## src/hw/cgra_settings.svh

```systemverilog
`ifndef CGRA_SETTINGS_SVH
`define CGRA_SETTINGS_SVH

// memory and stream widths.
`define CGRA_MEM_W 64
`define CGRA_ELEM_W 16
`define CGRA_ELEMS 4
`define CGRA_CHANNELS 2

// configuration word fields, the rest of the word is ignored.
`define CGRA_OP0_BITS 1:0
`define CGRA_OP1_BITS 3:2
`define CGRA_RMASK_BITS 5:4
`define CGRA_WMASK_BITS 7:6
`define CGRA_CONST0_BITS 23:8
`define CGRA_CONST1_BITS 39:24

`endif

```

## src/hw/cgra_data_pkg.sv

```systemverilog
`include "cgra_settings.svh"

package cgra_data_pkg;

  // one memory transfer.
  typedef logic [`CGRA_MEM_W-1:0] mem_word_t;

  // one stream element.
  typedef logic [`CGRA_ELEM_W-1:0] elem_t;

  // one bit per memory channel, also one bit per lane.
  typedef logic [`CGRA_CHANNELS-1:0] chan_mask_t;

  // number of elements held in a word, 0 up to a full word.
  typedef logic [$clog2(`CGRA_ELEMS+1)-1:0] elem_cnt_t;

endpackage

```

## src/hw/cgra_conf_pkg.sv

```systemverilog
`include "cgra_settings.svh"

package cgra_conf_pkg;

  typedef logic [`CGRA_MEM_W-1:0] conf_word_t;

  // lane operation, applied with the lane constant.
  typedef enum logic [1:0] {
    OP_PASS = 2'd0,
    OP_ADD  = 2'd1,
    OP_SUB  = 2'd2,
    OP_MUL  = 2'd3
  } lane_op_t;

  typedef enum logic [1:0] {
    CONF_IDLE,
    CONF_REQ,
    CONF_WAIT,
    CONF_DONE
  } conf_state_t;

  typedef enum logic [1:0] {
    EXEC_IDLE,
    EXEC_RUN,
    EXEC_DRAIN,
    EXEC_DONE
  } exec_state_t;

endpackage

```

## src/hw/fetch_data.sv

```systemverilog
`timescale 1ns/1ns
`include "cgra_settings.svh"

module fetch_data (
  input  logic                     clk,
  input  logic                     arst_n,
  input  logic                     en,
  input  logic                     available_read,
  output logic                     request_read,
  input  logic                     data_valid,
  input  cgra_data_pkg::mem_word_t read_data,
  input  logic                     pop_data,
  output logic                     available_pop,
  output cgra_data_pkg::elem_t     data_out
);

  import cgra_data_pkg::*;

  mem_word_t word_q;
  elem_cnt_t remain_q;
  logic      pending_q;
  logic      empty;

  assign empty         = remain_q == '0;
  assign available_pop = !empty;
  assign data_out      = word_q[`CGRA_ELEM_W-1:0];

  // at most one read in flight, and none until the held word is used up.
  always_ff @(posedge clk or negedge arst_n) begin
    if (!arst_n) begin
      request_read <= 1'b0;
      pending_q    <= 1'b0;
      remain_q     <= '0;
    end else begin
      request_read <= 1'b0;
      if (pending_q && data_valid) begin
        pending_q <= 1'b0;
        remain_q  <= elem_cnt_t'(`CGRA_ELEMS);
      end else if (pop_data) begin
        remain_q <= remain_q - 1'b1;
      end else if (!en) begin
        pending_q <= 1'b0;
      end else if (empty && !pending_q && available_read) begin
        request_read <= 1'b1;
        pending_q    <= 1'b1;
      end
    end
  end

  // element 0 sits in the low bits and leaves first.
  always_ff @(posedge clk) begin
    if (pending_q && data_valid) begin
      word_q <= read_data;
    end else if (pop_data) begin
      word_q <= word_q >> `CGRA_ELEM_W;
    end
  end

  assert property (@(posedge clk) disable iff (!arst_n) pop_data |-> available_pop)
    else $error("fetch_data: pop with no element held");

endmodule

```

## src/hw/dispatch_data.sv

```systemverilog
`timescale 1ns/1ns
`include "cgra_settings.svh"

module dispatch_data (
  input  logic                     clk,
  input  logic                     arst_n,
  input  logic                     available_write,
  output logic                     request_write,
  output cgra_data_pkg::mem_word_t write_data,
  input  logic                     push_data,
  output logic                     available_push,
  input  cgra_data_pkg::elem_t     data_in
);

  import cgra_data_pkg::*;

  mem_word_t pack_q;
  elem_cnt_t count_q;
  logic      full;

  assign full           = count_q == elem_cnt_t'(`CGRA_ELEMS);
  assign available_push = !full;
  assign request_write  = full && available_write;
  assign write_data     = pack_q;

  always_ff @(posedge clk or negedge arst_n) begin
    if (!arst_n) begin
      count_q <= '0;
    end else if (request_write) begin
      count_q <= '0;
    end else if (push_data) begin
      count_q <= count_q + 1'b1;
    end
  end

  // new elements enter at the top, so the first one ends in the low bits.
  always_ff @(posedge clk) begin
    if (push_data) begin
      pack_q <= {data_in, pack_q[`CGRA_MEM_W-1:`CGRA_ELEM_W]};
    end
  end

  assert property (@(posedge clk) disable iff (!arst_n) push_data |-> !full)
    else $error("dispatch_data: push into a full word");

endmodule

```

## src/hw/cgra_control_conf.sv

```systemverilog
`timescale 1ns/1ns
`include "cgra_settings.svh"

module cgra_control_conf (
  input  logic                       clk,
  input  logic                       arst_n,
  input  logic                       start,
  input  logic                       available_read,
  output logic                       req_rd_data,
  input  logic                       rd_data_valid,
  input  cgra_data_pkg::mem_word_t   rd_data,
  output cgra_conf_pkg::lane_op_t    lane_op0,
  output cgra_conf_pkg::lane_op_t    lane_op1,
  output cgra_data_pkg::elem_t       lane_const0,
  output cgra_data_pkg::elem_t       lane_const1,
  output cgra_data_pkg::chan_mask_t  read_fifo_mask,
  output cgra_data_pkg::chan_mask_t  write_fifo_mask,
  output logic                       done
);

  import cgra_conf_pkg::*;

  conf_state_t state_q;
  conf_word_t  conf_w;
  logic        load;

  assign conf_w      = rd_data;
  assign load        = (state_q == CONF_WAIT) && rd_data_valid;
  assign req_rd_data = (state_q == CONF_REQ) && available_read;
  assign done        = state_q == CONF_DONE;

  always_ff @(posedge clk or negedge arst_n) begin
    if (!arst_n) begin
      state_q         <= CONF_IDLE;
      lane_op0        <= OP_PASS;
      lane_op1        <= OP_PASS;
      read_fifo_mask  <= '0;
      write_fifo_mask <= '0;
    end else begin
      unique case (state_q)
        CONF_IDLE: if (start) state_q <= CONF_REQ;
        CONF_REQ:  if (available_read) state_q <= CONF_WAIT;
        CONF_WAIT: if (rd_data_valid) state_q <= CONF_DONE;
        CONF_DONE: state_q <= CONF_IDLE;
      endcase
      if (load) begin
        lane_op0        <= lane_op_t'(conf_w[`CGRA_OP0_BITS]);
        lane_op1        <= lane_op_t'(conf_w[`CGRA_OP1_BITS]);
        read_fifo_mask  <= conf_w[`CGRA_RMASK_BITS];
        write_fifo_mask <= conf_w[`CGRA_WMASK_BITS];
      end
    end
  end

  always_ff @(posedge clk) begin
    if (load) begin
      lane_const0 <= conf_w[`CGRA_CONST0_BITS];
      lane_const1 <= conf_w[`CGRA_CONST1_BITS];
    end
  end

endmodule

```

## src/hw/cgra_control_exec.sv

```systemverilog
`timescale 1ns/1ns

module cgra_control_exec (
  input  logic                       clk,
  input  logic                       arst_n,
  input  logic                       start,
  input  cgra_data_pkg::chan_mask_t  fetch_empty,
  input  cgra_data_pkg::chan_mask_t  read_fifo_mask,
  input  cgra_data_pkg::chan_mask_t  write_fifo_mask,
  input  cgra_data_pkg::chan_mask_t  read_fifo_done,
  input  cgra_data_pkg::chan_mask_t  write_fifo_done,
  output cgra_data_pkg::chan_mask_t  en_fetch,
  output cgra_data_pkg::chan_mask_t  en_lane,
  output logic                       done
);

  import cgra_data_pkg::*;
  import cgra_conf_pkg::*;

  exec_state_t state_q;
  chan_mask_t  rd_open;
  chan_mask_t  wr_open;
  logic        active;

  // a channel stays open until the host is done with it and nothing is left here.
  assign rd_open = read_fifo_mask & ~(read_fifo_done & fetch_empty);
  assign wr_open = write_fifo_mask & ~write_fifo_done;

  assign active   = (state_q == EXEC_RUN) || (state_q == EXEC_DRAIN);
  assign en_fetch = (state_q == EXEC_RUN) ? read_fifo_mask : '0;
  assign en_lane  = active ? (read_fifo_mask & write_fifo_mask) : '0;
  assign done     = state_q == EXEC_DONE;

  always_ff @(posedge clk or negedge arst_n) begin
    if (!arst_n) begin
      state_q <= EXEC_IDLE;
    end else begin
      unique case (state_q)
        EXEC_IDLE: begin
          if (start) state_q <= EXEC_RUN;
        end
        EXEC_RUN: begin
          if (rd_open == '0 && wr_open == '0) begin
            state_q <= EXEC_DONE;
          end else if (rd_open == '0) begin
            state_q <= EXEC_DRAIN;
          end
        end
        EXEC_DRAIN: begin
          if (wr_open == '0) state_q <= EXEC_DONE;
        end
        EXEC_DONE: state_q <= EXEC_IDLE;
      endcase
    end
  end

endmodule

```

## src/hw/cgra_core.sv

```systemverilog
`timescale 1ns/1ns
`include "cgra_settings.svh"

module cgra_core (
  input  logic                       clk,
  input  logic                       arst_n,
  input  cgra_data_pkg::chan_mask_t  en_lane,
  input  cgra_data_pkg::chan_mask_t  available_pop,
  output cgra_data_pkg::chan_mask_t  pop_data,
  input  cgra_data_pkg::elem_t       fifo_in_data0,
  input  cgra_data_pkg::elem_t       fifo_in_data1,
  input  cgra_data_pkg::chan_mask_t  available_push,
  output cgra_data_pkg::chan_mask_t  push_data,
  output cgra_data_pkg::elem_t       fifo_out_data0,
  output cgra_data_pkg::elem_t       fifo_out_data1,
  input  cgra_conf_pkg::lane_op_t    lane_op0,
  input  cgra_conf_pkg::lane_op_t    lane_op1,
  input  cgra_data_pkg::elem_t       lane_const0,
  input  cgra_data_pkg::elem_t       lane_const1
);

  import cgra_data_pkg::*;
  import cgra_conf_pkg::*;

  elem_t    in_data  [`CGRA_CHANNELS];
  elem_t    out_data [`CGRA_CHANNELS];
  elem_t    cst      [`CGRA_CHANNELS];
  lane_op_t op       [`CGRA_CHANNELS];

  assign in_data[0]     = fifo_in_data0;
  assign in_data[1]     = fifo_in_data1;
  assign cst[0]         = lane_const0;
  assign cst[1]         = lane_const1;
  assign op[0]          = lane_op0;
  assign op[1]          = lane_op1;
  assign fifo_out_data0 = out_data[0];
  assign fifo_out_data1 = out_data[1];

  // --------------------------------------------------------------------------
  // lanes, one result register each.
  // --------------------------------------------------------------------------
  for (genvar i = 0; i < `CGRA_CHANNELS; i++) begin : g_lane
    elem_t res;
    elem_t res_q;
    logic  res_valid_q;

    always_comb begin
      unique case (op[i])
        OP_PASS: res = in_data[i];
        OP_ADD:  res = in_data[i] + cst[i];
        OP_SUB:  res = in_data[i] - cst[i];
        OP_MUL:  res = in_data[i] * cst[i];
      endcase
    end

    // a full dispatch unit stalls both the pop and the push.
    assign pop_data[i]  = en_lane[i] & available_pop[i] & available_push[i];
    assign push_data[i] = res_valid_q & available_push[i];
    assign out_data[i]  = res_q;

    always_ff @(posedge clk or negedge arst_n) begin
      if (!arst_n) begin
        res_valid_q <= 1'b0;
      end else if (pop_data[i]) begin
        res_valid_q <= 1'b1;
      end else if (push_data[i]) begin
        res_valid_q <= 1'b0;
      end
    end

    always_ff @(posedge clk) begin
      if (pop_data[i]) begin
        res_q <= res;
      end
    end
  end

endmodule

```

## src/hw/cgra_acc.sv

```systemverilog
`timescale 1ns/1ns
`include "cgra_settings.svh"

module cgra_acc (
  input  logic                       clk,
  input  logic                       arst_n,
  input  logic                       start,
  input  cgra_data_pkg::chan_mask_t  done_rd_data,
  input  cgra_data_pkg::chan_mask_t  done_wr_data,
  input  cgra_data_pkg::chan_mask_t  available_read,
  output cgra_data_pkg::chan_mask_t  request_read,
  input  cgra_data_pkg::chan_mask_t  read_data_valid,
  input  cgra_data_pkg::mem_word_t   read_data0,
  input  cgra_data_pkg::mem_word_t   read_data1,
  input  cgra_data_pkg::chan_mask_t  available_write,
  output cgra_data_pkg::chan_mask_t  request_write,
  output cgra_data_pkg::mem_word_t   write_data0,
  output cgra_data_pkg::mem_word_t   write_data1,
  output logic                       done
);

  import cgra_data_pkg::*;
  import cgra_conf_pkg::*;

  mem_word_t  rd_word    [`CGRA_CHANNELS];
  mem_word_t  wr_word    [`CGRA_CHANNELS];
  elem_t      fetch_elem [`CGRA_CHANNELS];
  elem_t      core_elem  [`CGRA_CHANNELS];
  chan_mask_t fetch_req;
  chan_mask_t en_fetch;
  chan_mask_t en_lane;
  chan_mask_t pop_data;
  chan_mask_t available_pop;
  chan_mask_t push_data;
  chan_mask_t available_push;
  chan_mask_t read_fifo_mask;
  chan_mask_t write_fifo_mask;
  lane_op_t   lane_op0;
  lane_op_t   lane_op1;
  elem_t      lane_const0;
  elem_t      lane_const1;
  logic       conf_req;
  logic       conf_done;

  assign rd_word[0]   = read_data0;
  assign rd_word[1]   = read_data1;
  assign write_data0  = wr_word[0];
  assign write_data1  = wr_word[1];

  // channel 0 carries the configuration read before any data read.
  assign request_read = {fetch_req[1], fetch_req[0] | conf_req};

  // --------------------------------------------------------------------------
  // memory side, one fetch and one dispatch unit per channel.
  // --------------------------------------------------------------------------
  for (genvar ch = 0; ch < `CGRA_CHANNELS; ch++) begin : g_chan
    fetch_data u_fetch (
      .clk            (clk),
      .arst_n         (arst_n),
      .en             (en_fetch[ch]),
      .available_read (available_read[ch]),
      .request_read   (fetch_req[ch]),
      .data_valid     (read_data_valid[ch]),
      .read_data      (rd_word[ch]),
      .pop_data       (pop_data[ch]),
      .available_pop  (available_pop[ch]),
      .data_out       (fetch_elem[ch])
    );

    dispatch_data u_dispatch (
      .clk             (clk),
      .arst_n          (arst_n),
      .available_write (available_write[ch]),
      .request_write   (request_write[ch]),
      .write_data      (wr_word[ch]),
      .push_data       (push_data[ch]),
      .available_push  (available_push[ch]),
      .data_in         (core_elem[ch])
    );
  end

  // --------------------------------------------------------------------------
  // control and compute.
  // --------------------------------------------------------------------------
  cgra_control_conf u_control_conf (
    .clk             (clk),
    .arst_n          (arst_n),
    .start           (start),
    .available_read  (available_read[0]),
    .req_rd_data     (conf_req),
    .rd_data_valid   (read_data_valid[0]),
    .rd_data         (read_data0),
    .lane_op0        (lane_op0),
    .lane_op1        (lane_op1),
    .lane_const0     (lane_const0),
    .lane_const1     (lane_const1),
    .read_fifo_mask  (read_fifo_mask),
    .write_fifo_mask (write_fifo_mask),
    .done            (conf_done)
  );

  cgra_control_exec u_control_exec (
    .clk             (clk),
    .arst_n          (arst_n),
    .start           (conf_done),
    .fetch_empty     (~available_pop),
    .read_fifo_mask  (read_fifo_mask),
    .write_fifo_mask (write_fifo_mask),
    .read_fifo_done  (done_rd_data),
    .write_fifo_done (done_wr_data),
    .en_fetch        (en_fetch),
    .en_lane         (en_lane),
    .done            (done)
  );

  cgra_core u_core (
    .clk            (clk),
    .arst_n         (arst_n),
    .en_lane        (en_lane),
    .available_pop  (available_pop),
    .pop_data       (pop_data),
    .fifo_in_data0  (fetch_elem[0]),
    .fifo_in_data1  (fetch_elem[1]),
    .available_push (available_push),
    .push_data      (push_data),
    .fifo_out_data0 (core_elem[0]),
    .fifo_out_data1 (core_elem[1]),
    .lane_op0       (lane_op0),
    .lane_op1       (lane_op1),
    .lane_const0    (lane_const0),
    .lane_const1    (lane_const1)
  );

  // the configuration read and the data reads share channel 0.
  assert property (@(posedge clk) disable iff (!arst_n) !(conf_req && fetch_req[0]))
    else $error("cgra_acc: two read requests on channel 0");

endmodule

```

## config.mk

```make
export PLATFORM = sky130hd
export DESIGN_NAME = cgra_acc
export DESIGN_NICKNAME = d
export VERILOG_FILES = /design/src/hw/cgra_data_pkg.sv /design/src/hw/cgra_conf_pkg.sv /design/src/hw/fetch_data.sv /design/src/hw/dispatch_data.sv /design/src/hw/cgra_control_conf.sv /design/src/hw/cgra_control_exec.sv /design/src/hw/cgra_core.sv /design/src/hw/cgra_acc.sv
export VERILOG_INCLUDE_DIRS = /design/src /design/src/hw
export SDC_FILE = /design/constraint.sdc
export NUM_CORES = 1
export LEC_CHECK = 0
export BUFFER_PORTS_ARGS = -buffer_cell sky130_fd_sc_hd__buf_2
export CORE_MARGIN = 1.5
export CORE_UTILIZATION = 64
export DETAILED_ROUTE_END_ITERATION = 10
export PLACE_DENSITY = 0.86
export SLEW_MARGIN = 15
export SYNTH_ARGS = -nofsm -noshare
export SYNTH_HDL_FRONTEND = slang
export SYNTH_HIERARCHICAL = 1
export SYNTH_SLANG_ARGS = --single-unit
```

## constraint.sdc

```tcl
create_clock -name clk -period 15.1 [get_ports clk]
set_clock_uncertainty 0.2 [all_clocks]
set_input_delay 1.51 -clock clk [delete_from_list [all_inputs] [get_ports clk]]
set_output_delay 1.51 -clock clk [all_outputs]
set_load 0.005 [all_outputs]
```

==> results.txt <==
----------------------------------------------------
[Synthesis]
  Area fraction in and, or, nand and nor cells after synthesis ... 0.108
  FF+latch count, synth ... 350
  Cell area after technology mapping ... 0.0236 sq mm
  Mux cell area share after synthesis ... 0.0545
  Post-synthesis compound-gate area fraction ... 0.0592
  Synthesized-area fraction occupied by adder cells ... 0.220
  Synthesized Nets ... 2482
  Largest family of logic cells by synthesized area ... adder cells
  Share of synthesized flip-flops with an asynchronous set or reset ... 0.0857
  Distinct cell type count of the synthesized netlist ... 70
  Post-Synth XOR/XNOR Area ... 0.0477
  Number of warning messages in the yosys log ... 6
  Gate Count Post-Synth ... 2024
  Commonest register cell after synthesis ... sky130_fd_sc_hd__edfxtp_1
  Number of enable-type register cells in the synthesized netlist ... 320
  Avg Cell Area, Syn ... 11.6 sq um
  Sequential area share after synthesis ... 0.440

[Cells and area]
  Layout cells sized above 1 ... 0.205
  Fill cell instance count of the final layout ... 2440
  Post-Layout Cell Count ... 2733
  FF/Latch Area ... 0.0104 sq mm
  Area added between synthesis and finish ... 11.4%
  Final design instance area without fill ... 0.0262 sq mm
  Net count of the finished layout ... 2693
  Area taken by multi-input logic gates ... 0.0115 sq mm

[Global route]
  GRT met3 Usage ... 0.0744
  Maximum number of pins on one net before global-route repair ... 69
  Total track usage ... 0.300
  Initial antenna violation count ... 7
  Fraction of met1 tracks used by global routing ... 0.386
  Met2 demand-to-capacity share in global routing ... 0.504
  Wire length of the first global-routing pass ... 87600 microns
  Highest-utilization routing layer at the global route stage ... met2
  Aggregate global routing overflow ... 0
  Vias in the first global route ... 16.4k

[Worst setup path]
  Crit Path Max Fanout ... 14
  Crit path arrival time ... 6.45 ns
  Endpoint kind of the worst setup timing path ... flip-flop
  Required time at the endpoint of the critical path ... 15.16 ns
  Crit Path Category ... reg -> reg
  Startpoint kind of the worst setup timing path ... flip-flop

[Detailed routing]
  Vias per cell ... 5.77
  Number of detailed-routing iterations run before antenna repair ... 8
  Antenna-violating nets left ... 0
  DR vias ... 15.8k
  First DRT Iteration DRCs ... 1025
  Number of design rule violations left after detail routing ... 0
  Total Wirelength ... 56200 microns
  Routed wire length per instance ... 20.6 microns

[STA]
  Final Hold Viols ... 0
  Fmax ... 0.157 GHz
  Relative slew slack ... 0.192
  Final-layout setup total negative slack ... 0 ns
  Final setup vio count ... 0
  Worst Slack Setup Final ... 8.71 ns
  Final slew viol count ... 0
  Setup repair after global routing missed its margin ... false
  Post-route minimum period ... 6.39 ns
  Fin crit share ... 0.423
  Transition time at the pin with the least slew margin ... 1.20 ns

[CTS]
  CTS sink cnt ... 350
  Post-CTS setup buffers ... 0
  CTS tree ... built
  Clock insertion delay at the later pin of the skew report ... 0.54 ns
  CTS H-tree lvls ... 2
  Hold buffer count at cts ... 0
  Number of buffers created by CTS ... 37
  CTS Root Buffer Type ... sky130_fd_sc_hd__clkbuf_16
  Register clock-pin slew on the reported worst setup and hold paths ... 0.06 ns
  Cts repair resizes ... 0
  CTS Buffer Depth ... 3

[Outcome]
  Status ... completed

[Min path]
  Path type of the worst min-delay path ... reg -> reg

[Floorplanning]
  Starting density of the core ... 0.647
  Row cnt ... 70
  Width of the die ... 195 microns
  Die H ... 195 microns
  Die Outline Area ... 0.0380 sq mm
  I/O pin cnt ... 274
  Floorplan Core Area ... 0.0364 sq mm

[Placed design]
  RePlAce Congestion ... 0.914
  Number of buffers added on ports ... 273
  Pre-CTS setup slack ... 8.78 ns
  Cell area after placement ... 0.0250 sq mm
  Detailed placement HPWL ... 41000 microns
  Number of cells after detailed placement ... 2664

[Job]
  Count of max-cap constraint violations ... 0

----------------------------------------------------
-- kinds of logic (layout without fill, tap and decap cells) --
family                   Yosys count  count (layout)
XOR/XNOR                         123             123
buffers and inverters            404             643
flip-flops                       350             350
AND/OR/NAND/NOR                  507             507
other                              0               2
AO/OA/AOI/OAI                    208             208
adder cells (fa/ha/maj)          317             317
multiplexers                     115             115
-- state kept, by name (all words and copies together), names as in the netlist, 6 cells and up --
name and cells:
g_chan.u_dispatch/write_data 128, g_chan.u_fetch/remain_q 6, u_control_conf/lane_const1 16, u_core/fifo_out_data0 16, u_control_conf/lane_const0 16, g_chan.u_fetch/word_q 128, g_chan.u_dispatch/count_q 6, u_core/fifo_out_data1 16
-- cell usage in the layout (no fill, tap or decap), types with 4 or more instances in the layout --
cell type and instances:
sky130_fd_sc_hd__o21ai_0 36, sky130_fd_sc_hd__mux2i_1 9, sky130_fd_sc_hd__and2_1 111, sky130_fd_sc_hd__inv_1 293, sky130_fd_sc_hd__o21a_1 13, sky130_fd_sc_hd__a22oi_1 6, sky130_fd_sc_hd__nand3_1 12, sky130_fd_sc_hd__a211oi_1 9
sky130_fd_sc_hd__o211ai_1 4, sky130_fd_sc_hd__o41ai_1 5, sky130_fd_sc_hd__nand2b_1 13, sky130_fd_sc_hd__a21oi_1 66, sky130_fd_sc_hd__buf_4 9, sky130_fd_sc_hd__a22o_1 4, sky130_fd_sc_hd__xor2_1 23, sky130_fd_sc_hd__nor2_1 88
sky130_fd_sc_hd__or3_1 9, sky130_fd_sc_hd__dfrtp_1 30, sky130_fd_sc_hd__xnor2_1 97, sky130_fd_sc_hd__a32oi_1 4, sky130_fd_sc_hd__edfxtp_1 320, sky130_fd_sc_hd__buf_2 273, sky130_fd_sc_hd__clkinv_2 5, sky130_fd_sc_hd__clkinv_1 6
sky130_fd_sc_hd__a221oi_1 20, sky130_fd_sc_hd__nor2b_1 6, sky130_fd_sc_hd__ha_1 155, sky130_fd_sc_hd__and3_1 41, sky130_fd_sc_hd__a21o_1 9, sky130_fd_sc_hd__mux2_2 104, sky130_fd_sc_hd__fa_1 162, sky130_fd_sc_hd__clkbuf_16 39
sky130_fd_sc_hd__clkbuf_1 8, sky130_fd_sc_hd__nand2_1 179, sky130_fd_sc_hd__nand3b_1 4, sky130_fd_sc_hd__nor3_1 17, sky130_fd_sc_hd__a41oi_1 4
-- path summary, 6_finish.rpt --
path | from | endpoint | slack (ns) | depth (start not counted)
max | u_control_conf/lane_const0[1] | u_core/fifo_out_data0[14] | 8.71 | 19
min reg2reg | u_core/fifo_out_data1[1] | g_chan[1].u_dispatch/write_data[49] | 0.22 | 0
max in group asynchronous | arst_n | g_chan[0].u_dispatch/count_q[2] | 13.16 | 1
max reg2reg | u_control_conf/lane_const0[1] | u_core/fifo_out_data0[14] | 8.71 | 19
min in group asynchronous | arst_n | u_control_conf/lane_op0[0] | 0.91 | 1
min | u_core/fifo_out_data1[1] | g_chan[1].u_dispatch/write_data[49] | 0.22 | 0
-- cell type report --
class                      count  area share
antenna                        2    0.000191
clock buffer                  48      0.0389
clock inverter                19     0.00739
inverter                     294      0.0421
multi-input combinational   1270       0.440
sequential                   350       0.395
tap                          468      0.0223
timing repair buffer         282      0.0546
-- Yosys cell counts, drive strengths merged, types with 5 or more instances --
library cell / instances / area [sq um]
edfxtp: 320 / 9610
nand2b: 15 / 93.8
inv: 293 / 1100
xnor2: 98 / 877
o41ai: 5 / 43.8
mux2: 106 / 1190
nor2b: 6 / 37.5
dfrtp: 30 / 751
a21oi: 66 / 330
xor2: 23 / 201
a221oi: 21 / 190
and2: 114 / 714
a21o: 9 / 67.6
nor3: 17 / 85.1
o21ai: 37 / 185
fa: 162 / 3240
nor2: 88 / 330
or3: 9 / 56.3
mux2i: 9 / 90.1
a211oi: 9 / 67.6
and3: 44 / 278
buf: 47 / 337
o22ai: 5 / 43.8
clkbuf: 63 / 236
ha: 155 / 1940
nand2: 181 / 679
o21a: 13 / 97.6
a22oi: 6 / 45.0
nand3: 12 / 60.1
-- worst max-delay path: stages, from the launching register on --
cell	delay, ns
sky130_fd_sc_hd__edfxtp_1	0.67
sky130_fd_sc_hd__inv_1	0.21
sky130_fd_sc_hd__nor2_1	0.18
sky130_fd_sc_hd__fa_1	0.44
sky130_fd_sc_hd__fa_1	0.49
sky130_fd_sc_hd__ha_1	0.20
sky130_fd_sc_hd__fa_1	0.47
sky130_fd_sc_hd__inv_1	0.05
sky130_fd_sc_hd__fa_1	0.49
sky130_fd_sc_hd__fa_1	0.49
sky130_fd_sc_hd__inv_1	0.04
sky130_fd_sc_hd__ha_1	0.22
sky130_fd_sc_hd__or3_1	0.37
sky130_fd_sc_hd__o21ai_0	0.14
sky130_fd_sc_hd__nor3_1	0.10
sky130_fd_sc_hd__a2111oi_0	0.70
sky130_fd_sc_hd__a21oi_1	0.16
sky130_fd_sc_hd__xor2_1	0.18
sky130_fd_sc_hd__a221oi_1	0.24
sky130_fd_sc_hd__a21oi_1	0.07
-- stage by stage --
stage | utilization | hold slack, ns
finish | 0.720 | 0.217
global route | 0.720 | 0.224
CTS | 0.720 | 0.218
detailed placement | 0.687 | 0.205
global placement | 0.687 | 0.202
floorplan | - | 0.200
-- layer usage --
layer  wire [microns]  share of wire
met5               65         0.0012
met4             1300          0.023
met3             5490          0.098
met2            26900           0.48
met1            22500           0.40
Power is not shown: default switching activity piles up to over one toggle a cycle in this logic, so the estimate is an artifact.
